===== config.mk =====
export PLATFORM = sky130hd
export DESIGN_NAME = result_sender_flat
export DESIGN_NICKNAME = d
export VERILOG_FILES = /design/src/source/tensor_pkg.sv /design/src/source/tile_if.sv /design/src/source/result_sender.sv /design/src/flat_wrapper.sv
export SDC_FILE = /design/constraint.sdc
export NUM_CORES = 1
export LEC_CHECK = 0
export BUFFER_PORTS_ARGS = -buffer_cell sky130_fd_sc_hd__buf_4
export CAP_MARGIN = 5
export CORE_AREA = 2 2 406 408
export CTS_CLUSTER_DIAMETER = 120
export DETAILED_ROUTE_END_ITERATION = 6
export DIE_AREA = 0 0 408 410
export GPL_ROUTABILITY_DRIVEN = 0
export SYNTH_ARGS = -nofsm -noshare
export SYNTH_HDL_FRONTEND = slang
export SYNTH_SLANG_ARGS = --single-unit

===== constraint.sdc =====
create_clock -name clk -period 44.6 [get_ports clk]
set_clock_uncertainty 0.1 [all_clocks]
set_input_delay 4.46 -clock clk [delete_from_list [all_inputs] [get_ports clk]]
set_output_delay 4.46 -clock clk [all_outputs]
set_load 0.02 [all_outputs]

===== src/source/tensor_pkg.sv =====
package tensor_pkg;

    // element width, integer lanes with wrap on overflow
    localparam int ELEM_W = 32;

    // tile shape m x k x n
    localparam int TILE_M = 4;
    localparam int TILE_K = 2;
    localparam int TILE_N = 4;

    // split of D rows across threadgroups
    localparam int GROUP_ROWS = 2;
    localparam int NUM_GROUPS = 2;

    // warp id carried next to each tile
    localparam int WID_W = 4;

    // stages in one dot-product unit
    localparam int LATENCY_DPU = 2;

    // entries in the output queue
    localparam int RESULT_DEPTH = 2;

    typedef logic [ELEM_W-1:0] elem_t;
    typedef logic [WID_W-1:0]  wid_t;

    // row-major, first index is the row
    typedef elem_t [TILE_M-1:0][TILE_K-1:0] a_tile_t;
    typedef elem_t [TILE_K-1:0][TILE_N-1:0] b_tile_t;

    // used for both C and D
    typedef elem_t [TILE_M-1:0][TILE_N-1:0] c_tile_t;

    // everything the pipeline needs for one tile
    typedef struct packed {
        a_tile_t a;
        b_tile_t b;
        c_tile_t c;
    } operand_t;

endpackage


===== src/source/tile_if.sv =====
`timescale 1ns/1ns

// valid/ready link between the three parts of the core
// transfer on any rising edge with valid and ready both high
interface tile_if #(
    parameter type payload_t = tensor_pkg::c_tile_t
);

    logic             valid;
    logic             ready;
    payload_t         payload;
    tensor_pkg::wid_t wid;

    // producer side
    // valid, payload and wid held steady until taken
    modport source (
        output valid,
        output payload,
        output wid,
        input  ready
    );

    // consumer side
    modport sink (
        input  valid,
        input  payload,
        input  wid,
        output ready
    );

endinterface


===== src/source/result_sender.sv =====
`timescale 1ns/1ns

module result_sender (
    input  logic                clk,
    input  logic                reset,
    tile_if.sink                res,
    output logic                out_req,
    output tensor_pkg::c_tile_t d_tile,
    output tensor_pkg::wid_t    out_wid,
    input  logic                out_ack
);

    typedef enum logic [1:0] {
        TX_IDLE,
        TX_REQ,
        TX_WAIT_LOW
    } tx_state_t;

    tx_state_t state;

    // circular queue storage
    tensor_pkg::c_tile_t q_data [tensor_pkg::RESULT_DEPTH];
    tensor_pkg::wid_t    q_wid  [tensor_pkg::RESULT_DEPTH];

    logic [$clog2(tensor_pkg::RESULT_DEPTH)-1:0]   wr_ptr;
    logic [$clog2(tensor_pkg::RESULT_DEPTH)-1:0]   rd_ptr;
    logic [$clog2(tensor_pkg::RESULT_DEPTH+1)-1:0] count;
    logic                                          push;
    logic                                          pop;

    assign res.ready = (count != tensor_pkg::RESULT_DEPTH);
    assign push      = res.valid && res.ready;
    // entry leaves when req drops on a seen ack
    assign pop       = (state == TX_REQ) && out_ack;

    // head entry always on the ports
    assign d_tile  = q_data[rd_ptr];
    assign out_wid = q_wid[rd_ptr];
    assign out_req = (state == TX_REQ);

    always_ff @(posedge clk) begin
        if (push) begin
            q_data[wr_ptr] <= res.payload;
            q_wid[wr_ptr]  <= res.wid;
        end
    end

    // pointers and occupancy
    always_ff @(posedge clk) begin
        if (reset) begin
            wr_ptr <= '0;
            rd_ptr <= '0;
            count  <= '0;
        end else begin
            if (push) begin
                wr_ptr <= (wr_ptr == tensor_pkg::RESULT_DEPTH - 1) ? '0 : wr_ptr + 1'b1;
            end
            if (pop) begin
                rd_ptr <= (rd_ptr == tensor_pkg::RESULT_DEPTH - 1) ? '0 : rd_ptr + 1'b1;
            end
            if (push && !pop) begin
                count <= count + 1'b1;
            end else if (pop && !push) begin
                count <= count - 1'b1;
            end
        end
    end

    // four-phase master
    always_ff @(posedge clk) begin
        if (reset) begin
            state <= TX_IDLE;
        end else begin
            case (state)
                TX_IDLE:     if (count != 0) state <= TX_REQ;
                TX_REQ:      if (out_ack) state <= TX_WAIT_LOW;
                // next req only once ack seen low
                TX_WAIT_LOW: if (!out_ack) state <= TX_IDLE;
                default:     state <= TX_IDLE;
            endcase
        end
    end

    // full queue means pointers have met, never beyond depth
    assert property (@(posedge clk) disable iff (reset)
        (count <= tensor_pkg::RESULT_DEPTH) &&
        ((count == tensor_pkg::RESULT_DEPTH) -> (wr_ptr == rd_ptr)));

    // req held until the responder has acked
    assert property (@(posedge clk) disable iff (reset)
        $fell(out_req) |-> $past(out_ack));

endmodule


===== src/flat_wrapper.sv =====
// flat-port wrapper written by rule: the top's interface ports become plain ports
module result_sender_flat 
  (clk, reset, out_req, d_tile, out_wid, out_ack, res_valid, res_payload, res_wid, res_ready);
  tile_if res_i ();
  input  logic clk;
  input  logic reset;
  output logic out_req;
  output tensor_pkg::c_tile_t d_tile;
  output tensor_pkg::wid_t out_wid;
  input  logic out_ack;
  input wire logic [$bits(res_i.valid)-1:0] res_valid;
  input wire logic [$bits(res_i.payload)-1:0] res_payload;
  input wire logic [$bits(res_i.wid)-1:0] res_wid;
  output wire logic [$bits(res_i.ready)-1:0] res_ready;
  assign res_i.valid = res_valid;
  assign res_i.payload = res_payload;
  assign res_i.wid = res_wid;
  assign res_ready = res_i.ready;
  result_sender u_core (.clk(clk), .reset(reset), .res(res_i), .out_req(out_req), .d_tile(d_tile), .out_wid(out_wid), .out_ack(out_ack));
endmodule

Yosys cells after proc, flatten, opt, wreduce, memory -nomap -nowiden
Memory sizes are Yosys's and may differ from the RTL's. A register that Yosys moved wholly into a read port is not among the register bits.
Index checks and enable logic that the tools add are counted.
W data, S select, Z words.
{ "totals": {"regBits": 6, "ramBits": 1032, "input_bits": 520, "output_inout_bits": 518, "elab_cells": 40, "mem_count": 2} }
{ "memory_table": {"columns": ["memory", "depth", "width", "read_ports", "rd_clocked_by_memory_dff", "wr", "line_no", "text"], "rows": [
  ["u_core.q_data", 2, 512, 1, 1, 1, "result_sender.sv:22", "tensor_pkg::c_tile_t q_data [tensor_pkg::RESULT_DEPTH];"],
  ["u_core.q_wid", 2, 4, 1, 1, 1, "result_sender.sv:23", "tensor_pkg::wid_t q_wid [tensor_pkg::RESULT_DEPTH];"]
]} }
{ "classes": {"n_addsub": 4, "n_eq_ne": 6, "mux": 14, "n_reduce_logical": 10} }
{ "op_table": {"columns": ["operator", "count"], "rows": [
  ["$mux W2", 5],
  ["$mux W1", 8],
  ["$pmux W2 S3", 1],
  ["$logic_and A1 B1 Y1", 4],
  ["$ne A2 B1 Y1 const B", 2],
  ["$ne A2 B2 Y1 const B", 2],
  ["$reduce_bool A2 Y1", 2],
  ["$reduce_and A3 Y1", 1],
  ["$add A1 B1 Y1 const B", 2],
  ["$add A2 B1 Y2 const B", 1],
  ["$eq A2 B1 Y1 const B", 1],
  ["$eq A2 B2 Y1 const B", 1],
  ["$logic_not A1 Y1", 2],
  ["$logic_not A2 Y1", 1],
  ["$sub A2 B1 Y2 const B", 1]
]} }

Longest topological paths before layout
Gate-level depths: netlist of the first run.
{ "logic_depth": {"ltp_word": 6, "mapped_depth": 6, "mapped_depth_nobuf": 6} }

Least setup slack after synthesis of the first run
No wires, ideal clock.
{ "synth_timing": {"path_kind": "input port to flip-flop", "start": "input res_valid", "end": "memory u_core.q_data[1][0] (netlist name), enable pin", "setup_time_ns": 0.953, "arrival_time_ns": 16.200, "t_required_ns": 43.547, "path_slack_ns": 27.348, "path_stages": 1, "n_path_buf": 0, "path_cell_list": "and3_1"} }
{ "synth_via": {"elab_chain_len": 3} }
{ "synth_rtl": {"columns": ["item", "line_no", "text"], "rows": [
  ["start, declared", "flat_wrapper.sv:11", "input wire logic [$bits(res_i.valid)-1:0] res_valid;"],
  ["$logic_and A1 B1 Y1", "result_sender.sv:32", "assign push = res.valid && res.ready;"],
  ["$mux W1", "result_sender.sv:42", "if (push) begin"],
  ["$mux W1 (implied by the code)", "result_sender.sv:43", "q_data[wr_ptr] <= res.payload;"],
  ["end, declared", "result_sender.sv:22", null]
]} }
No other way between the ends.

==> results of run 1 <==
[placed cells by master, fill, tap and decap left out, drive strengths merged, types with 2 or more instances in the layout]
cell type	Yosys	layout
edfxtp	1032	1032
mux2	516	516
nor2	3	3
dfxtp	7	7
clkinv	0	53
nand3b	2	2
bufinv	0	11
clkbuf	0	129
inv	1	4
clkinvlp	0	3
a21oi	2	2
buf	57	1058
diode	0	10
xor2	3	3
[per-layer routing]
metal  track usage  wire length [um]  part of all wire
met1         0.137             40800              0.37
met4        0.0503              3190             0.029
met3        0.0485              9500             0.086
met5             0                44           0.00040
met2         0.218             56700              0.51
[flip-flops by register name, indices dropped and copies added, names as in the netlist, named ones only]
name,count
u_core.wr_ptr,1
u_core.rd_ptr,1
u_core.state,2
u_core.q_data,1024
u_core.count,2
u_core.q_wid,8
[layout make-up]
type                    count  share of cell area
clock inverters            70              0.0133
flip-flops and latches   1039               0.606
multi-input cells         538               0.116
repair buffers           1058               0.155
inverters                   1            0.000219
diodes                     10            0.000487
well taps                2189              0.0534
clock buffers             129              0.0550
[final timing paths]
path                                                   start                         endpoint  slack (ns)  cells past startpoint
worst max-delay path                                register                       d_tile[75]       35.01                      5
worst min-delay path            u_core.state[1]$_SDFFE_PP0P_     u_core.state[0]$_SDFFE_PP0P_        0.41                      1
worst max register to register  u_core.count[0]$_SDFFE_PP0P_  u_core.q_data[1][395]$_DFFE_PP_       39.27                      6
worst min register to register  u_core.state[1]$_SDFFE_PP0P_     u_core.state[0]$_SDFFE_PP0P_        0.41                      1
[kinds of logic after synthesis]
family,Yosys count,synth area share
compound gates,5,0.000900
simple gates,12,0.00187
fa+ha+maj,1,0.000333
buf+inv,58,0.0122
flops,1039,0.829
xor+xnor,4,0.000933
mux,516,0.155
[Yosys cell counts (all sizes together)]
library cell	number	area, um2
a21oi	2	10.0
nand2b	1	6.26
a2111oi	1	8.76
nand3b	2	15.0
nor2	3	11.3
dfxtp	7	140
and2	1	6.26
inv	1	3.75
and3	1	6.26
buf	57	454
nor3b	1	7.51
a21bo	1	10.0
o21ai	1	5.00
nor2b	1	6.26
or3	1	6.26
xor2	3	26.3
nor3	1	5.00
mux2	516	5810
edfxtp	1032	31000
xnor2	1	8.76
ha	1	12.5
[power breakdown]
group	switching, mW	leakage [nW]	internal [mW]
registers	0.0335	9.70	1.25
logic	0.470	7.02	0.328
clock network	0.379	1.70	0.514
total	0.882	18.4	2.09
[metrics by stage]
| stage | power [mW] | hold slack, ns | std cells |
|---|---|---|---|
| after CTS | 3.02 | 0.412 | 5024 |
| final | 2.97 | 0.409 | 5034 |
| after global routing | 3.09 | 0.440 | 5032 |
| after detailed placement | 2.12 | 0.398 | 4825 |
| after global placement | 2.11 | 0.375 | 4825 |
| after floorplan | 1.83 | 0.357 | 1635 |
==> results.md, run 1 <==
* Outcome: completed
* Worst-path clk slew at 0.06 ns
* Final hold vios at 0
* Post-CTS sizing at 0
* Multi-input logic area at 5970 um2
* Tmin final at 9.59 ns
* Achievable Freq at 0.104 GHz
* Hold buffers post-CTS at 0
* Setup-failing EPs final at 0
* Routed Antenna Nets at 0
* GRT Residual Overflow at 0
* Slew @ Worst Pin at 1.14 ns
* Cell count after synthesis at 1635
* Core area at 163000 um2
* Critical path arrival at 5.03 ns
* Initial Util at 0.230
* Worst slack, placed at 35.35 ns
* Startpoint Class: register
* CTS tree: done
* Max stage delay on crit path at 0.90 ns
* I/O pin cnt at 1038
* Yosys reg bits at 1039
* Vias in the first global route at 20318
* PnR worst setup slack at 35.01 ns
* DRC viols at 0
* Ys Warns at 0
* Max-cap check violation count at 0
* Post-route design area at 51300 um2
* Sequential area share after synthesis at 0.829
* Maximum vdd drop at 0.0369 mV
* Crit path capture type: primary output
* Sink Count at 1039
* Crit-path leading delay family: buffers and inverters
* Share of cells above drive strength 1 at 0.601
* Final Max Tran Viols at 0
* DR vias/cell at 3.94
* Final Util at 0.314
* DIE HEIGHT at 410 um
* Initial drt markers at 1189
* Fin nets at 3267
* Syn_nets at 2156
* Mapped Area at 37500 um2
* Distinct cells, synth at 23
* First-pass GRT wire length at 150 mm
* Root cell of the clock tree: clkbuf_16
* Post-CTS setup buffers at 0
* CP bufs+invs at 4
* Routed length per instance at 21.9 um
* Die Width at 408 um
* Total number of vias at 19841
* Number of detailed-route iterations in the first pass at 5
* H-tree levels at 3
* Leakage at 18.4 nW
* Max stage delay cell, worst path: dfxtp_4
* Fillers at 15954
* HP Class: reg2reg
* Cell breakdown of the critical path: buf_4 > buf_4 > buf_12 > mux2_2 > buf_4
* Clk_lat worst skew at 0.74 ns
* Slew margin rel. at 0.237
* Initial antenna violation count at 25
* Hpwl dp at 80.2 mm
* Pwr dens at 57.9 nW/um2
* Largest net degree at the start of global routing at 140
* Synthesized area per cell at 23.0 um2
* Gr usage total at 0.126
* Crit Path Max Fanout at 139
* Die footprint at 167000 um2
* Storage cell area at 31100 um2
* Crit path kind: reg2out
* Fin Setup TNS at 0 ns
* Cell Rows at 149
* Final Cycle Share at 0.215
* DP Area at 47800 um2
* Area delta synth->final at 36.7%
* CTS buffer count at 108
* RSZ-0062 raised after global routing: false
* PortBufs at 1037
* Post-Route WL at 110 mm
* Critical path's most frequent cell: buf_4
* CP required at 40.04 ns
* Clock Path Buffers at 3
No activity file was read; power rests on OpenSTA's default activity.
==> inputs of run 2 (changes only) <==
Clock period 44.6 ns to 9.6 ns, I/O delays scaled along.
==> results.md, run 2 (synthesized netlist as in run 1, its figures left out) <==
* Hold Crit Start: res_payload[201]
* Number of detailed-route iterations in the first pass at 4
* HP Class: in2reg
* Reg2reg start: u_core.count[0]$_SDFFE_PP0P_
* DRC viols at 0
* Fillers at 15908
* Final hold vios at 0
* Startpoint Class: register
* Sink Count at 1039
* Max-cap check violation count at 0
* Clk_lat worst skew at 0.74 ns
* Hold path cells at 1
* CTS tree: done
* Max reg flops at 1024
* Multi-input logic area at 5970 um2
* Slew margin rel. at 0.286
* Worst slack, placed at 5.67 ns
* Worst Hold End: u_core.q_data[0][201]$_DFFE_PP_
* Commonest non-fill, non-tap cell in the layout: buf_4
* Worst R2R Path Depth at 4
* CP required at 8.54 ns
* Slew @ Worst Pin at 1.07 ns
* Reg2reg end: u_core.q_data[1][435]$_DFFE_PP_
* I/O pin cnt at 1038
* CTS buffer count at 111
* Cell Rows at 149
* PnR worst setup slack at 4.88 ns
* Hold buffers post-CTS at 0
* Share of cells above drive strength 1 at 0.602
* Fin Setup TNS at 0 ns
* Post-CTS sizing at 0
* Die footprint at 167000 um2
* Total number of vias at 19743
* Maximum vdd drop at 0.170 mV
* Clock Path Buffers at 3
* Root cell of the clock tree: clkbuf_16
* GRT Residual Overflow at 0
* Largest net degree at the start of global routing at 142
* Post-Route WL at 110 mm
* DP Area at 47900 um2
* Achievable Freq at 0.212 GHz
* Crit path kind: reg2out
* DIE HEIGHT at 410 um
* Outcome: completed
* Gr usage total at 0.125
* Critical path arrival at 3.66 ns
* Biggest regs: u_core.q_data (1024), u_core.q_wid (8)
* First-pass GRT wire length at 149 mm
* Final Max Tran Viols at 0
* Routed Antenna Nets at 0
* Hpwl dp at 78.3 mm
* DR vias/cell at 3.92
* Hold WS at 0.298 ns
* FF-to-FF setup slack at 6.08 ns
* Pwr dens at 270 nW/um2
* Vias in the first global route at 20387
* Die Width at 408 um
* Top reg by flops: u_core.q_data
* Final Cycle Share at 0.491
* Worst-path clk slew at 0.06 ns
* Routed length per instance at 21.8 um
* Setup-failing EPs final at 0
* Leakage at 18.5 nW
* Most frequent cells in the layout: buf_4, edfxtp_1, mux2_2
* Initial antenna violation count at 30
* Post-route design area at 51500 um2
* Initial drt markers at 1209
* Post-CTS setup buffers at 0
* Fin nets at 3265
* Crit Path Max Fanout at 119
* Storage cell area at 31100 um2
* Area delta synth->final at 37.2%
* Final Util at 0.315
* H-tree levels at 3
* RSZ-0062 raised after global routing: false
* Tmin final at 4.72 ns
* Crit path capture type: primary output
* Core area at 163000 um2
* Initial Util at 0.230
* PortBufs at 1037
run 2: area by class of cell:
type | count | area share
sequential | 1039 | 0.604
timing repair buffer | 1053 | 0.156
multi-input combinational | 538 | 0.116
clock buffer | 135 | 0.0557
tap | 2189 | 0.0532
clock inverter | 66 | 0.0146
antenna | 12 | 0.000583
inverter | 1 | 0.000146
run 2: worst max-delay path by stage:
stage                          from                               to  slack, ns
after detailed placement   register                      d_tile[418]       5.67
after CTS                  register                      d_tile[418]       4.86
after global placement    res_valid  u_core.q_data[1][448]$_DFFE_PP_       5.68
final                      register                       d_tile[86]       4.88
after floorplan           res_valid    u_core.q_data[0][0]$_DFFE_PP_       0.26
after global routing       register                      d_tile[418]       4.67
run 2: report_power, final:
part           internal [mW]  total, mW  switching (mW)
Sequential              5.81       5.96           0.153
Clock                   2.45       4.25            1.80
Combinational           1.54       3.70            2.17
run 2: per-layer routing:
metal	vias up	share of wire	GRT usage
li1	8794	-	-
met5	-	0.0014	0
met1	9977	0.36	0.131
met2	761	0.51	0.215
met3	187	0.10	0.0602
met4	24	0.027	0.0475
run 2: metrics by stage:
stage / cells / total power [mW]
global route: 5029 / 14.5
CTS: 5021 / 14.2
finish: 5033 / 13.9
global placement: 4820 / 9.81
floorplan: 1635 / 8.31
detailed placement: 4820 / 9.85
run 2: worst max-delay path, cell delays in order (launching register included):
cell and delay, ns:
dfxtp_4 0.75, buf_12 0.52, buf_4 0.68, mux2_2 0.43, buf_4 0.16
