==> src/source/tensor_pkg.sv <==
package tensor_pkg;

    // element width, integer lanes with wrap on overflow
    localparam int ELEM_W = 32;

    // tile shape m x k x n
    localparam int TILE_M = 4;
    localparam int TILE_K = 2;
    localparam int TILE_N = 4;

    // split of D rows across threadgroups
    localparam int GROUP_ROWS = 2;
    localparam int NUM_GROUPS = 2;

    // warp id carried next to each tile
    localparam int WID_W = 4;

    // stages in one dot-product unit
    localparam int LATENCY_DPU = 2;

    // entries in the output queue
    localparam int RESULT_DEPTH = 2;

    typedef logic [ELEM_W-1:0] elem_t;
    typedef logic [WID_W-1:0]  wid_t;

    // row-major, first index is the row
    typedef elem_t [TILE_M-1:0][TILE_K-1:0] a_tile_t;
    typedef elem_t [TILE_K-1:0][TILE_N-1:0] b_tile_t;

    // used for both C and D
    typedef elem_t [TILE_M-1:0][TILE_N-1:0] c_tile_t;

    // everything the pipeline needs for one tile
    typedef struct packed {
        a_tile_t a;
        b_tile_t b;
        c_tile_t c;
    } operand_t;

endpackage

==> src/source/tile_if.sv <==
`timescale 1ns/1ns

// valid/ready link between the three parts of the core
// transfer on any rising edge with valid and ready both high
interface tile_if #(
    parameter type payload_t = tensor_pkg::c_tile_t
);

    logic             valid;
    logic             ready;
    payload_t         payload;
    tensor_pkg::wid_t wid;

    // producer side
    // valid, payload and wid held steady until taken
    modport source (
        output valid,
        output payload,
        output wid,
        input  ready
    );

    // consumer side
    modport sink (
        input  valid,
        input  payload,
        input  wid,
        output ready
    );

endinterface

==> src/source/tile_receiver.sv <==
`timescale 1ns/1ns

module tile_receiver (
    input  logic                clk,
    input  logic                reset,
    input  logic                in_req,
    input  tensor_pkg::a_tile_t a_tile,
    input  tensor_pkg::b_tile_t b_tile,
    input  tensor_pkg::c_tile_t c_tile,
    input  tensor_pkg::wid_t    in_wid,
    output logic                in_ack,
    tile_if.source              op
);

    typedef enum logic {
        WAIT_REQ,
        WAIT_DROP
    } rx_state_t;

    rx_state_t state;
    logic      holder_free;
    logic      capture;

    // holder counts as free when the pipeline takes it this cycle
    assign holder_free = !op.valid || op.ready;
    assign capture     = (state == WAIT_REQ) && in_req && holder_free;

    // ack is the handshake state itself
    assign in_ack = (state == WAIT_DROP);

    // four-phase slave
    always_ff @(posedge clk) begin
        if (reset) begin
            state <= WAIT_REQ;
        end else begin
            case (state)
                WAIT_REQ: begin
                    if (capture) begin
                        state <= WAIT_DROP;
                    end
                end
                WAIT_DROP: begin
                    // master has let go, release ack
                    if (!in_req) begin
                        state <= WAIT_REQ;
                    end
                end
                default: state <= WAIT_REQ;
            endcase
        end
    end

    // holding flag, offered on the same edge that raises ack
    always_ff @(posedge clk) begin
        if (reset) begin
            op.valid <= 1'b0;
        end else if (capture) begin
            op.valid <= 1'b1;
        end else if (op.ready) begin
            op.valid <= 1'b0;
        end
    end

    // operand holder, payload only
    always_ff @(posedge clk) begin
        if (capture) begin
            op.payload <= tensor_pkg::operand_t'{a_tile, b_tile, c_tile};
            op.wid     <= in_wid;
        end
    end

    // offered tile must not move under a stalled sink
    assert property (@(posedge clk) disable iff (reset)
        op.valid && !op.ready |=> $stable(op.payload) && $stable(op.wid));

endmodule

==> src/flat_wrapper.sv <==
// flat-port wrapper written by rule: the top's interface ports become plain ports
module tile_receiver_flat 
  (clk, reset, in_req, a_tile, b_tile, c_tile, in_wid, in_ack, op_valid, op_payload, op_wid, op_ready);
  tile_if op_i ();
  input  logic clk;
  input  logic reset;
  input  logic in_req;
  input  tensor_pkg::a_tile_t a_tile;
  input  tensor_pkg::b_tile_t b_tile;
  input  tensor_pkg::c_tile_t c_tile;
  input  tensor_pkg::wid_t in_wid;
  output logic in_ack;
  output wire logic [$bits(op_i.valid)-1:0] op_valid;
  output wire logic [$bits(op_i.payload)-1:0] op_payload;
  output wire logic [$bits(op_i.wid)-1:0] op_wid;
  input wire logic [$bits(op_i.ready)-1:0] op_ready;
  assign op_valid = op_i.valid;
  assign op_payload = op_i.payload;
  assign op_wid = op_i.wid;
  assign op_i.ready = op_ready;
  tile_receiver u_core (.clk(clk), .reset(reset), .in_req(in_req), .a_tile(a_tile), .b_tile(b_tile), .c_tile(c_tile), .in_wid(in_wid), .in_ack(in_ack), .op(op_i));
endmodule
==> config.mk <==
export PLATFORM = sky130hd
export DESIGN_NAME = tile_receiver_flat
export DESIGN_NICKNAME = d
export VERILOG_FILES = /design/src/source/tensor_pkg.sv /design/src/source/tile_if.sv /design/src/source/tile_receiver.sv /design/src/flat_wrapper.sv
export SDC_FILE = /design/constraint.sdc
export NUM_CORES = 1
export LEC_CHECK = 0
export BUFFER_PORTS_ARGS = -buffer_cell sky130_fd_sc_hd__buf_2
export CAP_MARGIN = 5
export CORE_AREA = 2 2 606 608
export DETAILED_ROUTE_END_ITERATION = 12
export DIE_AREA = 0 0 608 610
export GPL_TIMING_DRIVEN = 0
export PLACE_DENSITY = 0.3
export SLEW_MARGIN = 15
export SYNTH_ARGS = -nofsm -noshare
export SYNTH_HDL_FRONTEND = slang
export SYNTH_SLANG_ARGS = --single-unit
==> constraint.sdc <==
create_clock -name clk -period 40.5 [get_ports clk]
set_input_delay 8.1 -clock clk [delete_from_list [all_inputs] [get_ports clk]]
set_output_delay 8.1 -clock clk [all_outputs]
set_load 0.03 [all_outputs]
Word level (Yosys, flattened, before mapping) --
Index checks and enable logic that the tools add are counted. W data, S select, Z words.
Word-level totals: bits in registers 518, input port bits 1032, output and inout port bits 518, logic and storage cells 30
Cells by class: multiplexer cells 5, bitwise gates (word level) 1, reduce and logical (&&, ||, !) cells 5
Operators with widths (count):
- $mux W1 | 4
- $logic_and A1 B1 Y1 | 2
- $pmux W1 S2 | 1
- $reduce_bool A2 Y1 | 1
- $logic_not A1 Y1 | 1
- $logic_or A1 B1 Y1 | 1
- $not A1 Y1 | 1

Logic depth before layout (Yosys ltp) --
Gate-level depths: netlist of run 1.
depth in word-level cells 5, depth in mapped cells 2, depth with buffers taken out 2

Worst setup path after synthesis of run 1 --
OpenSTA, ideal clock, no wires.
kind input port to flip-flop, from input in_req, to register, netlist name u_core.op.payload[0], library setup time 1471 ps, data arrival time 30920 ps, data required time 39029 ps, setup slack 8108 ps, stages on the path 2, buffers on the path 0, cells stage by stage nand2b_1 -> nor2b_1
Between the ends: cells in the longest elaborated chain, start to end 2
Ends and longest elaborated chain:
- from (decl) | RTL line flat_wrapper.sv:7 | input logic in_req;
- $logic_and A1 B1 Y1 (2 in a row) | RTL line tile_receiver.sv:26 | assign capture = (state == WAIT_REQ) && in_req && holder_free;
- named net u_core.capture | RTL line tile_receiver.sv:22 | logic capture;
The timed path passes the listed nets, and every way through them passes these cells. A chain may end at the register's enable or synchronous reset.

Final worst setup path of run 1 --
from input op_ready, to register, netlist name u_core.op.payload[217]
Between the ends: cells in the longest elaborated chain, start to end 2
Ends and longest elaborated chain:
- from (decl) | RTL line flat_wrapper.sv:16 | input wire logic [$bits(op_i.ready)-1:0] op_ready;
- $logic_or A1 B1 Y1 | RTL line tile_receiver.sv:25 | assign holder_free = !op.valid || op.ready;
- $logic_and A1 B1 Y1 | RTL line tile_receiver.sv:26
- named net u_core.capture | RTL line tile_receiver.sv:22
The timed path passes the listed nets, and every way through them passes these cells.

==> metrics.md, run 1 <==
| Metric | Value |
|---|---|
| Clock Pin Slew Worst Setup and Hold Paths | 60 ps |
| Synthesized Nets | 1556 |
| DP Area | 27300 um^2 |
| Finished Layout Cells | 6567 |
| Synth area leaders | edfxtp_1 99%, dfxtp_1 0.26%, nand2b_4 0.088% |
| Final Cell Area | 30000 um^2 |
| Synth warnings | 0 |
| First DRT Iteration DRCs | 502 |
| Post-synthesis cell count | 524 |
| Vias/cell | 1.77 |
| Via count | 11600 |
| Hold Vio Cnt, Final | 0 |
| Final net count | 2698 |
| Pwr dens | 51.8 nW/um^2 |
| Synthesized cell area | 15600 um^2 |
| Seq/Total Area, Yosys | 0.997 |
| # hold bufs at CTS | 0 |
| Mux contribution to synthesized area | 0 |
| CTS Buffer Depth | 4 |
| Flops & latches, synth | 518 |
| Worst EP arrival | 10700 ps |
| Setup TNS | 0 ps |
| Peak supply drop | 0.0304 mV |
| Worst slack, placed | 29370 ps |
| Share of layout cells above drive strength 1 | 0.685 |
| Met1 GRT Util | 0.0746 |
| Tot Pwr | 0.00156 W |
| Crit path time final | 10220 ps |
| Die X | 608 um |
| DR WL/cell | 26.4 um |
| Crit Path Max Fanout | 30 |
| Die Ht | 610 um |
| Largest family of logic cells by synthesized area | simple AND/OR/NAND/NOR gates |
| I/O pin count | 1550 |
| Post-Synth Simple-Gate Area | 0.00169 |
| Post-cts resize count | 0 |
| H-tree depth | 3 |
| Synth top area share | 0.995 |
| Area leader, netlist | edfxtp_1 |
| Dpl hpwl | 158000 um |
| M2 GR Usage | 0.160 |
| Tot GR Track Use | 0.0903 |
| Number of global-route vias before repair | 11600 |
| WS Path Type | input port to flip-flop |
| Worst Path Required | 40970 ps |
| Final GP Congestion | 0.843 |
| Post-synth EDFFs | 516 |
| Status | finished clean |
| Number of core rows | 222 |
| TritonCTS Sinks | 518 |
| Final ANT Viol Nets | 0 |
| Setup crit end kind | flip-flop |
| XOR/XNOR Fraction of Synth Area | 0 |
| Critical Path Source Type | input port |
| Largest net degree at the start of global routing | 32 |
| Tightest Hold Check Type | flip-flop to flip-flop |
| First-pass GRT wire length | 197000 um |
| CTS tree | done |
| Post-synthesis adder-cell area fraction | 0 |
| Top_reg_cell synth | edfxtp_1 |
| CORE AREA | 364000 um^2 |
| Global route hottest layer | met2 |
| Finish-stage setup viols | 0 |
| Synth cell types | 8 |
| Routed wire length | 173000 um |
| Worst slew margin | 0.543 |
| Port bufs | 1037 |
| Clock Root Buffer | clkbuf_16 |
| Most instantiated cells after synthesis | 516 x edfxtp_1, 2 x dfxtp_1 |
| Cell with the most instances after synthesis | edfxtp_1 |
| Clock Latency Late Sink | 830 ps |
| RSZ-0062 raised after global routing | no |
| Total gr overflow | 0 |
| Setup ws final | 30280 ps |
| Fill cell count | 42200 |
| Complex-gate fraction of the synthesized area | 0.000964 |
| FMAX | 0.0978 GHz |
| Synth async-reset ratio | 0 |
| Area Growth Syn to Fin | 92.7% |
| Max-slew violation count | 0 |
| Max-Cap Viols | 0 |
| Clock skew | 94.4 ps |
| Die ar. | 371000 um^2 |
| GRT met3 Usage | 0.0768 |
| Pleak | 10.6 nW |
| Mapped Avg Cell Area | 29.7 um^2 |
| Inst Count DP | 6400 |
| DR pass1 iterations | 5 |
| Initial antenna violation count | 246 |
| Post-CTS setup buffers | 0 |
| Slew @ Worst Pin | 684 ps |
| Clock buffer count from CTS | 80 |
| # DRC | 0 |
| Initial core utilization | 0.0428 |
| Fin crit share | 0.252 |
-- per-layer routing --
metal / wire length [um] / share of wire / vias to the layer above
met5: 1130 / 0.0065 / -
met4: 7160 / 0.041 / 174
met3: 30300 / 0.18 / 616
met2: 84700 / 0.49 / 1077
met1: 49800 / 0.29 / 5269
li1: - / - / 4505
-- layout by cell type (no fill, tap or decap) --
cell / instances
clkinv_2: 8
clkinv_4: 5
nand2b_1: 1
buf_2: 1037
clkinv_1: 12
a21oi_1: 1
clkbuf_16: 81
edfxtp_1: 516
buf_12: 18
clkbuf_1: 8
buf_16: 5
bufinv_16: 10
o211a_1: 1
clkinvlp_4: 5
nor2b_4: 1
dfxtp_1: 2
inv_1: 1
clkinv_16: 2
nand2b_4: 1
inv_6: 8
diode_2: 28
-- report_power, final --
group	internal [W]	total (W)	switching, W
clock	0.000432	0.000731	0.000299
combinational	0.0000442	0.000187	0.000143
sequential	0.000629	0.000637	0.00000808
-- layout make-up --
type | count | area [um^2] | area share
flip-flops and latches | 518 | 15500 | 0.517
well taps | 4816 | 6030 | 0.201
repair buffers | 1060 | 5690 | 0.189
clock buffers | 89 | 2060 | 0.0685
clock inverters | 50 | 597 | 0.0199
diodes | 28 | 70.1 | 0.00233
multi-input cells | 5 | 48.8 | 0.00163
inverters | 1 | 3.75 | 0.000125
-- kinds of logic after synthesis --
kind of cell    Yosys count
compound gates            2
buf+inv                   1
flops                   518
simple gates              3
-- metrics by stage --
stage / utilization / hold WS, ps
finish: 0.0824 / 521
global route: 0.0823 / 553
CTS: 0.0822 / 529
detailed placement: 0.0749 / 514
global placement: 0.0735 / 503
floorplan: - / 618
-- registers in the layout (all words and copies together) (netlist names) --
signal and cells:
u_core.op.payload 512, u_core.op.wid 4, u_core.in_ack 1, u_core.op.valid 1
-- path summary, 6_finish.rpt --
path | startpoint | end | slack [ps] | cells past startpoint
min reg2reg | u_core.op.valid | u_core.op.valid | 520 | 2
min | u_core.op.valid | u_core.op.valid | 520 | 2
max | op_ready | u_core.op.payload[217] | 30280 | 11
max reg2reg | u_core.in_ack | u_core.op.payload[217] | 37260 | 10
-- worst max-delay path: stages --
cell      delay [ps]
buf_2             80
nand2b_4         120
nor2b_4          580
buf_16           250
buf_12           210
buf_12           210
buf_12           200
buf_12           200
buf_12           200
buf_12           210
buf_12           210
(Power assumes the default switching activity.)
==> inputs of run 2 (changes only) <==
--- a/config.mk
+++ b/config.mk
@@ -5,11 +5,12 @@
 export SDC_FILE = /design/constraint.sdc
 export NUM_CORES = 1
 export LEC_CHECK = 0
+export ABC_AREA = 1
 export BUFFER_PORTS_ARGS = -buffer_cell sky130_fd_sc_hd__buf_2
 export CAP_MARGIN = 5
-export CORE_AREA = 2 2 606 608
+export CORE_AREA = 2 2 607 609
 export DETAILED_ROUTE_END_ITERATION = 12
-export DIE_AREA = 0 0 608 610
+export DIE_AREA = 0 0 609 611
 export GPL_TIMING_DRIVEN = 0
 export PLACE_DENSITY = 0.3
 export SLEW_MARGIN = 15
==> constraint.sdc (replaced) <==
create_clock -name clk -period 9.82 [get_ports clk]
set_input_delay 1.964 -clock clk [delete_from_list [all_inputs] [get_ports clk]]
set_output_delay 1.964 -clock clk [all_outputs]
set_load 0.03 [all_outputs]
==> run 2 against run 1 <==
Clock skew down 13 ps. Non-clock buffer count up 6. Power rose to 4.2 times the previous value. Largest cell class unchanged. Synthesized area about the same. Critical endpoint is now u_core.op.payload[331]. Synthesized cell count up 0.95%.
==> metrics.md, run 2 <==
| Metric | Value |
|---|---|
| Die ar. | 372000 um^2 (+0.33%) |
| Worst setup path start | in_req |
| Share of layout cells above drive strength 1 | 0.688 (+0.00275) |
| Switch share | 0.288 (-0.00108) |
| First DRT Iteration DRCs | 532 (+6.0%) |
| Post-CTS setup buffers | 0 (unchanged) |
| TritonCTS Sinks | 518 (unchanged) |
| Largest net degree at the start of global routing | 29 (-9.4%) |
| Metal-1 WL | 61000 um (+23%) |
| Initial antenna violation count | 251 (+2.0%) |
| Port bufs | 1037 (unchanged) |
| WHS | 542 ps (+21.2 ps) |
| Die Ht | 611 um (+0.16%) |
| Hold Crit Start | u_core.op.valid |
| Synth top area share | 0.994 (about the same) |
| Slew @ Worst Pin | 598 ps (-86.4 ps) |
| Worst Path Required | 10320 ps (-30650 ps) |
| Clock Latency Late Sink | 820 ps (about the same) |
| Dpl hpwl | 151000 um (-4.0%) |
| Cell Int Power | 0.00461 W (+320%) |
| Critical Path Source Type | input port |
| Routed wire length | 167000 um (-3.6%) |
| WS Path Type | input port to flip-flop |
| Pleak | 10.7 nW (+1.2%) |
| Number of global-route vias before repair | 11600 (+0.60%) |
| RSZ-0062 raised after global routing | no |
| WL met3 | 31600 um (+4.2%) |
| Synth warnings | 0 (unchanged) |
| Status | finished clean |
| Number of core rows | 222 (unchanged) |
| Setup crit end kind | flip-flop |
| Number of flip-flops under the largest register name | 512 (unchanged) |
| Initial core utilization | 0.0427 (-0.0000548) |
| Hold EP | u_core.op.valid |
| Biggest regs | u_core.op.payload (512), u_core.op.wid (4) |
| Most flops, register | u_core.op.payload |
| Synth async-reset ratio | 0 (unchanged) |
| Die X | 609 um (+0.16%) |
| Final net count | 2713 (+0.56%) |
| Top cell by count, worst path | buf_16 |
| Seq/Total Area, Yosys | 0.997 (about the same) |
| Post-synthesis cell count | 529 (+0.95%) |
| Hold Vio Cnt, Final | 0 (unchanged) |
| Worst r2r src | u_core.in_ack |
| Final Cell Area | 30500 um^2 (+1.5%) |
| Peak supply drop | 0.118 mV (+290%) |
| Worst EP arrival | 4630 ps (-6070 ps) |
| H-tree depth | 3 (unchanged) |
| Clock power frac | 0.470 (about the same) |
| DR WL/cell | 25.2 um (-4.4%) |
| Power share of the combinational group | 0.123 (+0.003) |
| Tightest Hold Check Type | flip-flop to flip-flop |
| Clock buffer count from CTS | 84 (+5.0%) |
| Fin crit share | 0.421 |
| Max-Cap Viols | 0 (unchanged) |
| R2R Setup Slk | 6570 ps (-30690 ps) |
| Synth area leaders | edfxtp_1 99%, dfxtp_1 0.26%, inv_1 0.072% |
| WHS Path Cells | 2 (unchanged) |
| Commonest non-fill, non-tap cell in the layout | buf_2 |
| Critical path depth | 13 (+2) |
| Via count | 11600 (-0.20%) |
| Final GP Congestion | 0.805 (-4.6%) |
| Clock Root Buffer | clkbuf_16 |
| Critical path's largest stage delay | 480 ps (-100 ps) |
| FMAX | 0.242 GHz |
| Synthesized Nets | 1561 (+0.32%) |
| Crit path time final | 4130 ps |
| Crit-path slowest cell | a21oi_4 |
| Flops & latches, synth | 518 (unchanged) |
| RR Endpoint | u_core.op.payload[331] |
| Final ANT Viol Nets | 0 (unchanged) |
| CTS tree | done |
| Most instantiated cells after synthesis | 516 x edfxtp_1, 3 x inv_1, 3 x nand2_1 |
| Total gr overflow | 0 (unchanged) |
| Commonest cells after routing, fill and taps aside | 1037 x buf_2, 516 x edfxtp_1, 85 x clkbuf_16 |
| Max-slew violation count | 0 (unchanged) |
| CTS Buffer Depth | 4 (unchanged) |
| Area leader, netlist | edfxtp_1 |
| Top_reg_cell synth | edfxtp_1 |
| Switching power | 0.00186 W (+310%) |
| # DRC | 0 (unchanged) |
| I/O pin count | 1550 (unchanged) |
| Crit Path Max Fanout | 28 (-6.7%) |
| Area Growth Syn to Fin | 95.5% |
| Finish-stage setup viols | 0 (unchanged) |
| Uppermost layer routed | met5 |
| Tot GR Track Use | 0.0866 (-0.00370) |
| # hold bufs at CTS | 0 (unchanged) |
| First-pass GRT wire length | 191000 um (-3.0%) |
| Post-cts resize count | 0 (unchanged) |
| Sequential fraction of design power | 0.407 (-0.003) |
| Pwr dens | 212 nW/um^2 (+310%) |
| Wire length on met2 | 67000 um (-21%) |
| Cell with the most instances after synthesis | edfxtp_1 |
| Synth cell types | 9 (+1) |
| Top Family by Delay on Critical Path | buffers and inverters |
| Clock skew | 81.6 ps (-12.8 ps) |
| Buffers & Inverters on Critical Path | 11 (+2) |
| Crit path cell chain | buf_2 -> nand2_8 -> a21oi_4 -> buf_16 -> buf_16 -> buf_12 -> buf_16 -> buf_16 -> buf_16 -> buf_16 -> buf_16 -> buf_16 -> buf_16 |
| Fill cell count | 42300 (+0.30%) |
| DR pass1 iterations | 4 (-1) |
| Clock Pin Slew Worst Setup and Hold Paths | 60 ps (about the same) |
| Synthesized cell area | 15600 um^2 (about the same) |
| Worst slew margin | 0.601 (+0.0577) |
| CORE AREA | 365000 um^2 (+0.15%) |
| Post-synth EDFFs | 516 (unchanged) |
| DP Area | 27600 um^2 (+0.99%) |
| Vias/cell | 1.75 (-1.1%) |
| Mapped Avg Cell Area | 29.5 um^2 (-0.92%) |
| R2R depth | 13 (+3) |
[run 2: cell families after synthesis]
logic type,synth area share
AO/OA/AOI/OAI,0.000883
buffers and inverters,0.000963
flip-flops,0.997
AND/OR/NAND/NOR,0.00128
[run 2: final cells by class]
type                            count  area (um^2)  share of cell area
Antenna cell                       76          190             0.00624
Clock buffer                       95         2180              0.0717
Clock inverter                     45          520              0.0171
Inverter                            4         15.0            0.000493
Multi-Input combinational cell      7         61.3             0.00201
Sequential cell                   518        15500               0.510
Tap cell                         4816         6030               0.198
Timing Repair Buffer             1066         5940               0.195
[run 2: worst max path at each step]
stage	end	slack (ps)
finish	u_core.op.payload[331]	5690
CTS	u_core.op.payload[149]	5700
global placement	u_core.op.payload[331]	-6990
detailed placement	u_core.op.payload[491]	4800
floorplan	u_core.op.payload[0]	-1050
global route	u_core.op.payload[149]	5550
[run 2: stage by stage]
stage / cells / total power (W) / utilization / setup slack [ps] / TNS (ps)
floorplan: 529 / 0.00303 / - / -1050 / -542480
global placement: 6382 / 0.00352 / 0.0735 / -6990 / -3455690
detailed placement: 6411 / 0.00350 / 0.0755 / 4800 / 0
CTS: 6551 / 0.00669 / 0.0830 / 5700 / 0
global route: 6566 / 0.00676 / 0.0831 / 5550 / 0
finish: 6627 / 0.00647 / 0.0835 / 5690 / 0
[run 2: worst register-to-register path, delay by kind of cell (launching register included)]
| kind | cells | cell delay (ps) |
|---|---|---|
| compound gates | 1 | 480 |
| buf+inv | 11 | 2110 |
| flops | 1 | 340 |
| simple gates | 1 | 70 |
[run 2: power by group through the flow]
stage          sequential (W)  combinational, W  clock [W]
2_1_floorplan         0.00299         0.0000462          0
3_3_place_gp          0.00276          0.000767          0
3_5_place_dp          0.00268          0.000825          0
4_1_cts               0.00264          0.000825    0.00323
5_1_grt               0.00264          0.000844    0.00327
6_report              0.00263          0.000795    0.00304
[run 2: per-layer routing]
layer | GRT usage | vias up
li1 | - | 4602
met1 | 0.0915 | 5383
met2 | 0.124 | 1031
met3 | 0.0775 | 476
met4 | 0.0248 | 126
met5 | 0 | -
==> inputs of run 3 (changes only) <==
--- a/config.mk
+++ b/config.mk
@@ -5,12 +5,12 @@
 export SDC_FILE = /design/constraint.sdc
 export NUM_CORES = 1
 export LEC_CHECK = 0
-export ABC_AREA = 1
+export ABC_AREA = 0
 export BUFFER_PORTS_ARGS = -buffer_cell sky130_fd_sc_hd__buf_2
 export CAP_MARGIN = 5
-export CORE_AREA = 2 2 607 609
+export CORE_AREA = 2 2 606 608
 export DETAILED_ROUTE_END_ITERATION = 12
-export DIE_AREA = 0 0 609 611
+export DIE_AREA = 0 0 608 610
 export GPL_TIMING_DRIVEN = 0
 export PLACE_DENSITY = 0.3
 export SLEW_MARGIN = 15
==> constraint.sdc (replaced) <==
create_clock -name clk -period 4 [get_ports clk]
set_input_delay 0.8 -clock clk [delete_from_list [all_inputs] [get_ports clk]]
set_output_delay 0.8 -clock clk [all_outputs]
set_load 0.03 [all_outputs]
==> run 3 against run 2 <==
First-iteration DRC count up 17%. Clock skew increased by 18 ps. Register-to-register slack worse by 6000 ps. Sequential cell count unchanged. Via count is 1.3% lower. Critical path type is now flip-flop to flip-flop. Largest power group unchanged.
==> metrics.md, run 3 (same netlist as run 1, synthesis figures left out) <==
| Metric | Value |
|---|---|
| DP Area | 27300 um^2 (-0.96%) |
| First DRT Iteration DRCs | 624 (+17%) |
| Number of core rows | 222 (unchanged) |
| Critical Path Source Type | flip-flop |
| # hold bufs at CTS | 0 (unchanged) |
| Crit path cell chain | nand2b_1 -> nor2b_4 -> buf_16 -> buf_12 -> buf_16 -> buf_12 -> buf_16 -> buf_16 -> buf_12 -> buf_12 -> buf_12 -> buf_12 |
| Clock Pin Slew Worst Setup and Hold Paths | 60 ps (about the same) |
| Post-CTS setup buffers | 0 (unchanged) |
| Vias/cell | 1.74 (-0.98%) |
| Max-slew violation count | 0 (unchanged) |
| Fill cell count | 42300 (-0.17%) |
| Status | finished clean |
| Dpl hpwl | 144000 um (-4.8%) |
| Pwr dens | 514 nW/um^2 (+140%) |
| Port bufs | 1037 (unchanged) |
| WS Path Type | flip-flop to flip-flop |
| Largest net degree at the start of global routing | 32 (+10%) |
| Slew @ Worst Pin | 555 ps (-42.6 ps) |
| Peak supply drop | 0.326 mV (+180%) |
| I/O pin count | 1550 (unchanged) |
| Crit path time final | 3420 ps |
| Setup TNS | 0 ps (unchanged) |
| Pleak | 10.5 nW (-1.8%) |
| Commonest non-fill, non-tap cell in the layout | buf_2 |
| Number of global-route vias before repair | 11500 (-1.1%) |
| Clock Root Buffer | clkbuf_16 |
| DR pass1 iterations | 4 (unchanged) |
| Finish-stage setup viols | 0 (unchanged) |
| Area Growth Syn to Fin | 92.6% |
| Fin crit share | 0.855 |
| Sequential fraction of design power | 0.419 (+0.012) |
| Post-cts resize count | 0 (unchanged) |
| Switch share | 0.284 (-0.00381) |
| Die ar. | 371000 um^2 (-0.33%) |
| Worst slew margin | 0.629 (+0.0285) |
| R2R Setup Slk | 580 ps (-5990 ps) |
| Worst EP arrival | 3900 ps (-730 ps) |
| Inst Count DP | 6400 (-0.17%) |
| Finished Layout Cells | 6603 (-0.36%) |
| Worst slack, placed | -135 ps (-4930 ps) |
| Worst r2r src | u_core.in_ack |
| Initial core utilization | 0.0428 (+0.0000548) |
| Crit Path Max Fanout | 29 (+3.6%) |
| Initial antenna violation count | 231 (-8.0%) |
| Clock skew | 99.4 ps (+17.8 ps) |
| Setup crit end kind | flip-flop |
| Tightest Hold Check Type | input port to flip-flop |
| Final GP Congestion | 0.866 (+7.6%) |
| RSZ-0062 raised after global routing | no |
| Final Cell Area | 30000 um^2 (-1.5%) |
| Tot Pwr | 0.0154 W (+140%) |
| Clock Latency Late Sink | 810 ps (about the same) |
| Via count | 11500 (-1.3%) |
| Worst Path Required | 4480 ps (-5840 ps) |
| Power share of the combinational group | 0.119 (-0.004) |
| Crit-path slowest cell | nor2b_4 |
| Routed wire length | 160000 um (-4.4%) |
| Tot GR Track Use | 0.0833 (-0.00331) |
| Final net count | 2698 (-0.55%) |
| Switching power | 0.00439 W (+140%) |
| Final ANT Viol Nets | 0 (unchanged) |
| Biggest regs | u_core.op.payload (512), u_core.op.wid (4) |
| CORE AREA | 364000 um^2 (-0.15%) |
| TritonCTS Sinks | 518 (unchanged) |
| Clock buffer count from CTS | 80 (-4.8%) |
| H-tree depth | 3 (unchanged) |
| CTS Buffer Depth | 4 (unchanged) |
| CTS tree | done |
| Critical path's largest stage delay | 470 ps (about the same) |
| Number of flip-flops under the largest register name | 512 (unchanged) |
| FMAX | 0.292 GHz |
| Most flops, register | u_core.op.payload |
| Die X | 608 um (-0.16%) |
| Share of layout cells above drive strength 1 | 0.684 (-0.00425) |
| RR Endpoint | u_core.op.payload[95] |
| DR WL/cell | 24.2 um (-4.0%) |
| Cell Int Power | 0.0110 W (+140%) |
| Commonest cells after routing, fill and taps aside | 1037 x buf_2, 516 x edfxtp_1, 80 x clkbuf_16 |
| Clock power frac | 0.463 (-0.007) |
| # DRC | 0 (unchanged) |
| Total gr overflow | 0 (unchanged) |
| Top cell by count, worst path | buf_12 |
| CP Capture Point | u_core.op.payload[95] |
| Reg area | 15500 um^2 (unchanged) |
| Setup ws final | 581 ps (-5110 ps) |
| Footprint of the multi-input gates | 48.8 um^2 (-20%) |
| R2R depth | 12 (-1) |
| Die Ht | 610 um (-0.16%) |
| Max-Cap Viols | 0 (unchanged) |
| Worst setup path start | u_core.in_ack |
| First-pass GRT wire length | 184000 um (-3.6%) |
| Hold Vio Cnt, Final | 0 (unchanged) |
run 3: through the flow:
stage,utilization,hold slack (ps)
2_1_floorplan,-,622
3_3_place_gp,0.0735,498
3_5_place_dp,0.0749,504
4_1_cts,0.0819,66.6
5_1_grt,0.0820,82.0
6_report,0.0824,159
run 3: layer usage:
layer / global-route usage / part of all wire / routed length (um)
met5: 0 / 0.0056 / 895
met4: 0.0260 / 0.051 / 8170
met3: 0.0723 / 0.18 / 28700
met2: 0.151 / 0.50 / 79200
met1: 0.0637 / 0.27 / 42600
run 3: area by class of cell:
| cell class | count | share of cell area |
|---|---|---|
| Sequential cell | 518 | 0.518 |
| Clock buffer | 87 | 0.0676 |
| Clock inverter | 47 | 0.0168 |
| Timing Repair Buffer | 1060 | 0.190 |
| Multi-Input combinational cell | 5 | 0.00163 |
| Tap cell | 4816 | 0.201 |
| Inverter | 1 | 0.000125 |
| Antenna cell | 69 | 0.00575 |
run 3: worst min path at each step:
stage | startpoint | endpoint | slack [ps] | cells after the start
floorplan | u_core.op.valid | u_core.op.valid | 620 | 2
global placement | u_core.op.valid | u_core.op.valid | 500 | 2
detailed placement | u_core.op.valid | u_core.op.valid | 500 | 2
CTS | c_tile[16] | u_core.op.payload[16] | 70 | 1
global route | c_tile[184] | u_core.op.payload[184] | 80 | 1
finish | c_tile[134] | u_core.op.payload[134] | 160 | 1
run 3: critical path: cells and delay by family (launching register included):
| family | cells | cell delay [ps] |
|---|---|---|
| AND/OR/NAND/NOR | 2 | 660 |
| flip-flops | 1 | 310 |
| buffers and inverters | 10 | 2050 |
run 3: power by group through the flow:
| stage | clock [W] | combinational, W | sequential, W |
|---|---|---|---|
| 6_report | 0.00714 | 0.00183 | 0.00646 |
| 5_1_grt | 0.00767 | 0.00194 | 0.00649 |
| 4_1_cts | 0.00753 | 0.00191 | 0.00646 |
| 3_5_place_dp | 0 | 0.00191 | 0.00657 |
| 3_3_place_gp | 0 | 0.00182 | 0.00673 |
| 2_1_floorplan | 0 | 0.000111 | 0.00730 |
